File: src/dz_pkg.sv
package dz_pkg;

    parameter int ROWS    = 8;
    parameter int COLS    = 8;
    parameter int GLYPH_W = 4;
    parameter int ROW_W   = $clog2(ROWS);

    // status glyphs, codes 12..14 left unnamed and shown dark
    typedef enum logic [GLYPH_W-1:0] {
        G_LEVEL0 = 4'd0,
        G_LEVEL1 = 4'd1,
        G_LEVEL2 = 4'd2,
        G_LEVEL3 = 4'd3,
        G_LEVEL4 = 4'd4,
        G_FULL   = 4'd5,
        G_ICON6  = 4'd6,
        G_ICON7  = 4'd7,
        G_ICON8  = 4'd8,
        G_ICON9  = 4'd9,
        G_ICON10 = 4'd10,
        G_ICON11 = 4'd11,
        G_BLANK  = 4'd15
    } glyph_e;

    typedef enum logic [1:0] {
        SER_IDLE,
        SER_SHIFT,
        SER_LATCH
    } ser_state_e;

endpackage

File: src/column_serializer.sv
module column_serializer import dz_pkg::*; #(
    parameter int N_PANELS = 4
) (
    input  logic                       clk,
    input  logic                       rst,
    input  logic                       cols_strobe,
    input  logic [N_PANELS*COLS-1:0]   colg_all,
    input  logic [N_PANELS*COLS-1:0]   colr_all,
    output logic                       sdata,
    output logic                       sclk,
    output logic                       latch
);

    localparam int SH_W  = 2 * COLS * N_PANELS;
    localparam int BIT_W = $clog2(SH_W);

    ser_state_e        state;
    logic [SH_W-1:0]   shreg;
    logic [SH_W-1:0]   load_vec;
    logic [BIT_W-1:0]  bit_cnt;

    // panel 0 at the top, green byte ahead of red
    always_comb
    begin
        for (int p = 0; p < N_PANELS; p++)
        begin
            load_vec[SH_W-1-2*COLS*p -: 2*COLS] =
                {colg_all[p*COLS +: COLS], colr_all[p*COLS +: COLS]};
        end
    end

    always_ff @(posedge clk or posedge rst)
    begin
        if (rst)
        begin
            state   <= SER_IDLE;
            bit_cnt <= '0;
        end
        else
        begin
            case (state)
                SER_IDLE:
                begin
                    if (cols_strobe)
                    begin
                        state   <= SER_SHIFT;
                        bit_cnt <= '0;
                    end
                end
                SER_SHIFT:
                begin
                    if (bit_cnt == BIT_W'(SH_W - 1))
                        state <= SER_LATCH; // last bit on the line
                    else
                        bit_cnt <= bit_cnt + 1'b1;
                end
                SER_LATCH: state <= SER_IDLE;
                default:   state <= SER_IDLE;
            endcase
        end
    end

    always_ff @(posedge clk)
    begin
        if (state == SER_IDLE && cols_strobe)
            shreg <= load_vec;
        else if (state == SER_SHIFT)
            shreg <= {shreg[SH_W-2:0], 1'b0}; // msb first
    end

    assign sclk  = (state == SER_SHIFT);
    assign latch = (state == SER_LATCH);
    assign sdata = sclk & shreg[SH_W-1];

    // fires if the row dwell is too short for one full frame
    a_load_when_idle: assert property (@(posedge clk) disable iff (rst)
        cols_strobe |-> (state == SER_IDLE));

endmodule

File: src/dz_panel.sv
module dz_panel import dz_pkg::*; (
    input  logic             clk,
    input  logic             rst,
    input  glyph_e           glyph,
    input  logic             warm,
    input  logic [ROW_W-1:0] row_idx,
    input  logic             row_strobe,
    output logic [COLS-1:0]  colg,
    output logic [COLS-1:0]  colr,
    output logic             cols_strobe
);

    logic [COLS-1:0] pattern;

    function automatic logic [COLS-1:0] glyph_row(glyph_e g, logic [ROW_W-1:0] r);
        logic [COLS-1:0] bits;
        bits = '0;
        case (g)
            G_LEVEL0:
            begin
                case (r)
                    3'd2, 3'd5: bits = 8'b0001_1000;
                    3'd3, 3'd4: bits = 8'b0011_1100;
                    default:    bits = '0;
                endcase
            end
            G_LEVEL1:
            begin
                case (r)
                    3'd2, 3'd5: bits = 8'b0011_1000;
                    3'd3, 3'd4: bits = 8'b0111_1100;
                    default:    bits = '0;
                endcase
            end
            G_LEVEL2:
            begin
                case (r)
                    3'd2, 3'd5: bits = 8'b0011_1100;
                    3'd3, 3'd4: bits = 8'b0111_1110;
                    default:    bits = '0;
                endcase
            end
            G_LEVEL3:
            begin
                case (r)
                    3'd1, 3'd6:             bits = 8'b0011_1100;
                    3'd2, 3'd3, 3'd4, 3'd5: bits = 8'b0111_1110;
                    default:                bits = '0;
                endcase
            end
            G_LEVEL4:
            begin
                case (r)
                    3'd0, 3'd7: bits = 8'b0011_1100;
                    3'd1, 3'd6: bits = 8'b0111_1110;
                    default:    bits = 8'b1111_1111; // rows 2..5
                endcase
            end
            G_FULL: bits = 8'b1111_1111;
            G_ICON6:
            begin
                case (r)
                    3'd0: bits = 8'b1100_0011;
                    3'd1: bits = 8'b1110_0011;
                    3'd2: bits = 8'b1111_0001;
                    3'd3: bits = 8'b1110_0011;
                    3'd4: bits = 8'b1100_0111;
                    3'd5: bits = 8'b1110_0111;
                    3'd6: bits = 8'b1111_0111;
                    3'd7: bits = 8'b1111_1011;
                    default: bits = '0;
                endcase
            end
            G_ICON7:
            begin
                case (r)
                    3'd1: bits = 8'b0000_0001;
                    3'd2: bits = 8'b1000_0001;
                    3'd3: bits = 8'b1100_0011;
                    3'd4: bits = 8'b1000_0011;
                    3'd5: bits = 8'b1100_0111;
                    3'd6: bits = 8'b1110_0111;
                    3'd7: bits = 8'b1111_0011;
                    default: bits = '0;
                endcase
            end
            G_ICON8:
            begin
                case (r)
                    3'd1: bits = 8'b0011_1000;
                    3'd2: bits = 8'b0100_0100;
                    3'd3: bits = 8'b0101_1010;
                    3'd4: bits = 8'b0100_1010;
                    3'd5: bits = 8'b0011_0010;
                    3'd6: bits = 8'b1100_0100;
                    3'd7: bits = 8'b0011_1000;
                    default: bits = '0;
                endcase
            end
            G_ICON9:
            begin
                case (r)
                    3'd2: bits = 8'b0110_0000;
                    3'd3: bits = 8'b1111_1100;
                    3'd4: bits = 8'b0011_1111;
                    3'd5: bits = 8'b0011_1110;
                    3'd6: bits = 8'b0001_1100;
                    default: bits = '0;
                endcase
            end
            G_ICON10:
            begin
                case (r)
                    3'd2:       bits = 8'b0001_1000;
                    3'd3:       bits = 8'b0011_1100;
                    3'd4, 3'd5: bits = 8'b0111_1110;
                    3'd6:       bits = 8'b0010_0100;
                    default:    bits = '0;
                endcase
            end
            G_ICON11:
            begin
                case (r)
                    3'd0: bits = 8'b1110_0000;
                    3'd1: bits = 8'b0110_0000;
                    3'd2: bits = 8'b1110_0000;
                    3'd3: bits = 8'b0011_0000;
                    3'd4: bits = 8'b0011_0001;
                    3'd5: bits = 8'b0011_0011;
                    3'd6: bits = 8'b0011_1110;
                    3'd7: bits = 8'b0001_1100;
                    default: bits = '0;
                endcase
            end
            default: bits = '0; // blank and unused codes
        endcase
        return bits;
    endfunction

    assign pattern = glyph_row(glyph, row_idx);

    always_ff @(posedge clk or posedge rst)
    begin
        if (rst)
        begin
            colg        <= '0;
            colr        <= '0;
            cols_strobe <= 1'b0;
        end
        else
        begin
            cols_strobe <= row_strobe;
            if (row_strobe)
            begin
                colg <= pattern;
                colr <= warm ? pattern : '0; // warm glyphs light red too
            end
        end
    end

endmodule

File: src/frame_loader.sv
module frame_loader import dz_pkg::*; #(
    parameter int N_PANELS = 4,
    parameter int PANEL_W  = (N_PANELS > 1) ? $clog2(N_PANELS) : 1
) (
    input  logic                          clk,
    input  logic                          rst,
    input  logic                          en,
    input  logic                          wr,
    input  logic [PANEL_W-1:0]            wr_panel,
    input  glyph_e                        wr_glyph,
    input  logic                          wr_warm,
    output logic [N_PANELS*GLYPH_W-1:0]   glyph,
    output logic [N_PANELS-1:0]           warm
);

    glyph_e     glyph_q [N_PANELS];
    logic [N_PANELS-1:0] warm_q;

    always_ff @(posedge clk or posedge rst)
    begin
        if (rst)
        begin
            for (int i = 0; i < N_PANELS; i++)
            begin
                glyph_q[i] <= G_BLANK;
            end
            warm_q <= '0;
        end
        else
        begin
            for (int i = 0; i < N_PANELS; i++)
            begin
                if (wr && (wr_panel == PANEL_W'(i)))
                begin
                    glyph_q[i] <= wr_glyph;
                    warm_q[i]  <= wr_warm;
                end
            end
        end
    end

    // display off shows blank, stored frame kept
    always_comb
    begin
        for (int i = 0; i < N_PANELS; i++)
        begin
            glyph[i*GLYPH_W +: GLYPH_W] = en ? glyph_q[i] : G_BLANK;
        end
        warm = en ? warm_q : '0;
    end

    a_wr_panel_range: assert property (@(posedge clk) disable iff (rst)
        wr |-> (wr_panel < N_PANELS));

endmodule

File: src/matrix_display_top.sv
module matrix_display_top import dz_pkg::*; #(
    parameter int N_PANELS  = 4,
    parameter int ROW_DWELL = 96,
    parameter int PANEL_W   = (N_PANELS > 1) ? $clog2(N_PANELS) : 1
) (
    input  logic               clk,
    input  logic               rst,
    input  logic               en,
    input  logic               wr,
    input  logic [PANEL_W-1:0] wr_panel,
    input  glyph_e             wr_glyph,
    input  logic               wr_warm,
    output logic               sdata,
    output logic               sclk,
    output logic               latch,
    output logic [ROWS-1:0]    row
);

    logic [N_PANELS*GLYPH_W-1:0] panel_glyph;
    logic [N_PANELS-1:0]         panel_warm;
    logic [ROW_W-1:0]            row_idx;
    logic                        row_strobe;
    logic [N_PANELS*COLS-1:0]    panel_colg;
    logic [N_PANELS*COLS-1:0]    panel_colr;
    logic [N_PANELS-1:0]         panel_strobe;

    frame_loader #(
        .N_PANELS (N_PANELS),
        .PANEL_W  (PANEL_W)
    ) u_loader (
        .clk      (clk),
        .rst      (rst),
        .en       (en),
        .wr       (wr),
        .wr_panel (wr_panel),
        .wr_glyph (wr_glyph),
        .wr_warm  (wr_warm),
        .glyph    (panel_glyph),
        .warm     (panel_warm)
    );

    row_scanner #(
        .ROW_DWELL (ROW_DWELL)
    ) u_scanner (
        .clk        (clk),
        .rst        (rst),
        .latch      (latch),
        .row_idx    (row_idx),
        .row_strobe (row_strobe),
        .row        (row)
    );

    for (genvar p = 0; p < N_PANELS; p++)
    begin : g_panel
        dz_panel u_panel (
            .clk         (clk),
            .rst         (rst),
            .glyph       (glyph_e'(panel_glyph[p*GLYPH_W +: GLYPH_W])),
            .warm        (panel_warm[p]),
            .row_idx     (row_idx),
            .row_strobe  (row_strobe),
            .colg        (panel_colg[p*COLS +: COLS]),
            .colr        (panel_colr[p*COLS +: COLS]),
            .cols_strobe (panel_strobe[p])
        );
    end

    // all panels run in lockstep, panel 0 stands for the rest
    column_serializer #(
        .N_PANELS (N_PANELS)
    ) u_serializer (
        .clk         (clk),
        .rst         (rst),
        .cols_strobe (panel_strobe[0]),
        .colg_all    (panel_colg),
        .colr_all    (panel_colr),
        .sdata       (sdata),
        .sclk        (sclk),
        .latch       (latch)
    );

endmodule

File: src/row_scanner.sv
module row_scanner import dz_pkg::*; #(
    parameter int ROW_DWELL = 96
) (
    input  logic             clk,
    input  logic             rst,
    input  logic             latch,
    output logic [ROW_W-1:0] row_idx,
    output logic             row_strobe,
    output logic [ROWS-1:0]  row
);

    localparam int CNT_W = $clog2(ROW_DWELL);

    logic [CNT_W-1:0] dwell_cnt;
    logic [ROW_W-1:0] shown_idx; // row currently on its way out the serial line

    always_ff @(posedge clk or posedge rst)
    begin
        if (rst)
        begin
            dwell_cnt  <= '0;
            row_strobe <= 1'b0;
        end
        else
        begin
            row_strobe <= (dwell_cnt == '0);
            if (dwell_cnt == CNT_W'(ROW_DWELL - 1))
                dwell_cnt <= '0;
            else
                dwell_cnt <= dwell_cnt + 1'b1;
        end
    end

    // panels sample the old index on the strobe edge
    always_ff @(posedge clk or posedge rst)
    begin
        if (rst)
        begin
            row_idx   <= '0;
            shown_idx <= '0;
        end
        else if (row_strobe)
        begin
            shown_idx <= row_idx;
            row_idx   <= row_idx + 1'b1; // wraps after row 7
        end
    end

    always_ff @(posedge clk or posedge rst)
    begin
        if (rst)
            row <= '1; // all rows off
        else if (latch)
            row <= ~(ROWS'(1) << shown_idx);
    end

    a_latch_spacing: assert property (@(posedge clk) disable iff (rst)
        latch |=> (!latch) [*ROW_DWELL-1]);

endmodule

File: config.mk
export PLATFORM = sky130hd
export DESIGN_NAME = matrix_display_top
export DESIGN_NICKNAME = d
export VERILOG_FILES = /design/src/dz_pkg.sv /design/src/column_serializer.sv /design/src/dz_panel.sv /design/src/frame_loader.sv /design/src/matrix_display_top.sv /design/src/row_scanner.sv
export SDC_FILE = /design/constraint.sdc
export NUM_CORES = 1
export LEC_CHECK = 0
export BUFFER_PORTS_ARGS = -buffer_cell sky130_fd_sc_hd__buf_2
export CAP_MARGIN = 20
export CORE_ASPECT_RATIO = 0.7
export CORE_MARGIN = 3
export CORE_UTILIZATION = 61
export CTS_BUF_LIST = sky130_fd_sc_hd__clkbuf_8
export CTS_CLUSTER_DIAMETER = 50
export DETAILED_ROUTE_END_ITERATION = 7
export HOLD_SLACK_MARGIN = 0.06
export PLACE_DENSITY_LB_ADDON = 0.12
export SETUP_SLACK_MARGIN = 0.05
export SYNTH_ARGS = -nofsm -noshare
export SYNTH_HDL_FRONTEND = slang
export SYNTH_SLANG_ARGS = --single-unit
File: constraint.sdc
create_clock -name clk -period 6.85 [get_ports clk]
set_input_delay 1.37 -clock clk [delete_from_list [all_inputs] [get_ports clk]]
set_output_delay 1.37 -clock clk [all_outputs]
set_load 0.005 [all_outputs]
==> results_dict.tcl <==
set metrics [dict create \
    status "finished clean" \
    dpl.hpwl_um 19440 \
    synth_xor_area_share_pct 0.5452 \
    grt_setup_unrepaired "false" \
    place_worst_setup_slack_ns 3.173 \
    place_area_um2 9776 \
    synth_fa_ha_area_share_pct 2.336 \
    grt.overflow.total 0 \
    coreArea_um2 15090 \
    met3_usage_pct 9.676 \
    clk_pin_slew_worst_paths_ns 0.10 \
    crit_type "reg -> reg" \
    slowest_stage "ha_1" \
    slowest_delay_ns 0.97 \
    ys_seq_area_share_pct 50.10 \
    gp_congestion 1.079 \
    postLayoutCoreUtil_pct 67.38 \
    die_h_um 111.2 \
    num_antenna_cells 0 \
    reg2regPathDepth 8 \
    die_x_um 156.2 \
    timing.rr.end "g_panel[3].u_panel.colr[2]" \
    maxCapViolations 0 \
    setup_viol 0 \
    use_met2_pct 47.55 \
    synth_top_family_by_area "simple AND/OR/NAND/NOR gates" \
    syn_area_per_cell_um2 9.816 \
    synth-main-ff-cell "dfrtp_1" \
    period_share_pct 53.25 \
    finClkSkew_ns 0.01727 \
    dieArea_um2 17370 \
    cp-start-kind "flip-flop" \
    cp_max_fo 35 \
    power_density_nw_per_um2 212.0 \
    synth_edf_count 64 \
    port_buffers 21 \
    first_pass_iters 8 \
    setup_ws_ns 3.203 \
    final.setup.tns_ns 0 \
    start_util_pct 63.87 \
    async_flop_share_pct 64.25 \
    drv_slew 0 \
    drt_wl_total_um 28470 \
    cts.repair.resized 0 \
    worst_slew_margin_rel_pct 26.71 \
    areaGrowthSynthToFinish_pct 5.491 \
    grt_max_degree 74 \
    layout_common_cells "nand2_1 (226), dfrtp_1 (91), edfxtp_1 (64), o2bb2ai_1 (59), nor2_1 (40)" \
    initialDrtViolationCount 1250 \
    synthSimpleGateAreaFrac_pct 21.87 \
    seqPwrFrac_pct 57.2 \
    drive_above_1_share_pct 13.39 \
    min_to "g_panel[3].u_panel.colr[6]" \
    layout_commonest_cell "nand2_1" \
    cp.required_ns 7.24 \
    hold_viol_final 0 \
    drc_errors 0 \
    max-vdd-ir-drop_uv 134.3 \
    syn_nets 1011 \
    cts_root_buf "clkbuf_8" \
    crit_path_cell_trace "buf_4, inv_1, ha_1, inv_2, o41a_1, o311ai_1, nor4_1, o2bb2ai_1" \
    busiest_layer "met1" \
    final_cell_area_um2 10170 \
    combPwrFrac_pct 9.8 \
    synth_cell_types 78 \
    clock.fmax_mhz 274.2 \
    hold_depth 1 \
    holdWs_ns 0.4937 \
    syn_area_um2 9639 \
    grt_use_met1_pct 48.20 \
    ys_ff_latch 179 \
    final.fill_count 1109 \
    worst_ep_arrival_time_ns 4.04 \
    pin_count 22 \
    p_sw_share_pct 30.56 \
    timing.reg2reg.setup_slack_ns 3.20 \
    h-tree-depth 4 \
    wl_per_cell_um 24.27 \
    p_clk_share_pct 33.0 \
    num_vias 8239 \
    cts_buffers 17 \
    tightest_slew_ns 1.088 \
    via_per_inst 7.024 \
    cts_buffer_depth 2 \
    p_sw_mw 0.6589 \
    min_period_ns 3.647 \
    yosys_warnings 0 \
    power.static_leakage_nw 4.247 \
    cts.sinks 179 \
    rows 37 \
    cts_hold_repair.buffers 0 \
    timing.rr.start "u_scanner.row_idx[2]" \
    intPower_mw 1.497 \
    end_kind "flip-flop" \
    synth.mux.area_fraction_pct 3.076 \
    antenna_found_initial 0 \
    clk_latency_ns 0.48 \
    hp-start "g_panel[3].u_panel.colr[6]" \
    track_usage_pct 32.98 \
    synth_compound_area_share_pct 18.02 \
    grt_pass1_wl_um 44550 \
    synthCells 982 \
    hp-class "reg -> reg" \
    grt_pass1_vias 7914 \
    cts_tree "done" \
    post-cts-setup-buffers 0 \
    ant_nets 0 \
    fin_nets 994 \
]
==> registers in the layout, indices dropped and copies added (netlist names), 3 cells and up <==
register,count
u_serializer.bit_cnt,6
u_loader.warm_q,4
u_scanner.row_idx,3
g_panel.u_panel.colg,32
u_scanner.row,8
g_panel.u_panel.colr,32
u_loader.glyph_q,16
u_scanner.shown_idx,3
u_serializer.shreg,64
u_scanner.dwell_cnt,7
==> per-layer routing <==
layer	share of wire, %	vias to the layer above	wire length [µm]
met2	44	571	12480
met4	3.2	0	913
met3	11	102	3211
li1	-	3574	-
met1	42	3992	11870
met5	0	-	0
==> how the worst max path moves through the flow <==
stage          cells past startpoint  slack, ns                  from                          to
6_report                           8       3.20  u_scanner.row_idx[2]  g_panel[3].u_panel.colr[2]
4_1_cts                            8       3.30  u_scanner.row_idx[2]  g_panel[3].u_panel.colr[2]
5_1_grt                            9       2.98  u_scanner.row_idx[2]  g_panel[3].u_panel.colr[3]
3_3_place_gp                       6       3.23                    en  g_panel[1].u_panel.colr[1]
2_1_floorplan                      1       2.48                   rst  g_panel[0].u_panel.colg[0]
3_5_place_dp                       6       3.17                    en  g_panel[1].u_panel.colr[1]
==> per-stage QoR <==
stage / std cells / power, mW
3_5_place_dp: 1140 / 1.454
5_1_grt: 1173 / 2.228
6_report: 1173 / 2.156
4_1_cts: 1172 / 2.146
3_3_place_gp: 1140 / 1.450
2_1_floorplan: 982 / 1.383
==> worst max-delay path, delay by kind of cell, from the launching register on <==
kind                       cells  cell delay (ns)
buffers and inverters          3             0.95
AOI/OAI and AO/OA              3             1.11
adders and majority gates      1             0.97
and+or+nand+nor                1             0.19
DFF                            1             0.34
==> kinds of logic after synthesis <==
group,Yosys count
simple gates,434
compound gates,224
flops,179
buf+inv,95
mux,26
fa+ha+maj,18
xor+xnor,6
==> power groups by stage <==
stage               Combinational, mW  Sequential, mW  Clock (mW)
global placement                0.202            1.25           0
global route                    0.231            1.24       0.760
CTS                             0.207            1.23       0.713
finish                          0.212            1.23       0.711
detailed placement              0.205            1.25           0
floorplan                       0.205            1.18           0
==> Yosys cell counts (19+ instances only) <==
| library cell | count | share of area (%) |
|---|---|---|
| dfrtp_1 | 91 | 24 |
| o21ai_0 | 26 | 1.3 |
| nor2_1 | 40 | 1.6 |
| nor3_1 | 31 | 1.6 |
| mux2_2 | 23 | 2.7 |
| o2bb2ai_1 | 59 | 5.4 |
| clkbuf_1 | 47 | 1.8 |
| a21oi_1 | 21 | 1.1 |
| inv_1 | 26 | 1.0 |
| edfxtp_1 | 64 | 20 |
| dfstp_2 | 24 | 6.5 |
| nand3_1 | 19 | 0.99 |
| nand2_1 | 228 | 8.9 |
==> layout make-up <==
cell class	instances	area [µm²]	area share, %
timing repair buffer	30	185.2	1.821
clock inverter	15	138.9	1.366
clock buffer	17	234.0	2.301
tap	195	244.0	2.399
sequential	179	4830	47.50
inverter	29	111.4	1.095
multi-input combinational	708	4425	43.52
No activity file was read; power rests on OpenSTA's default activity.
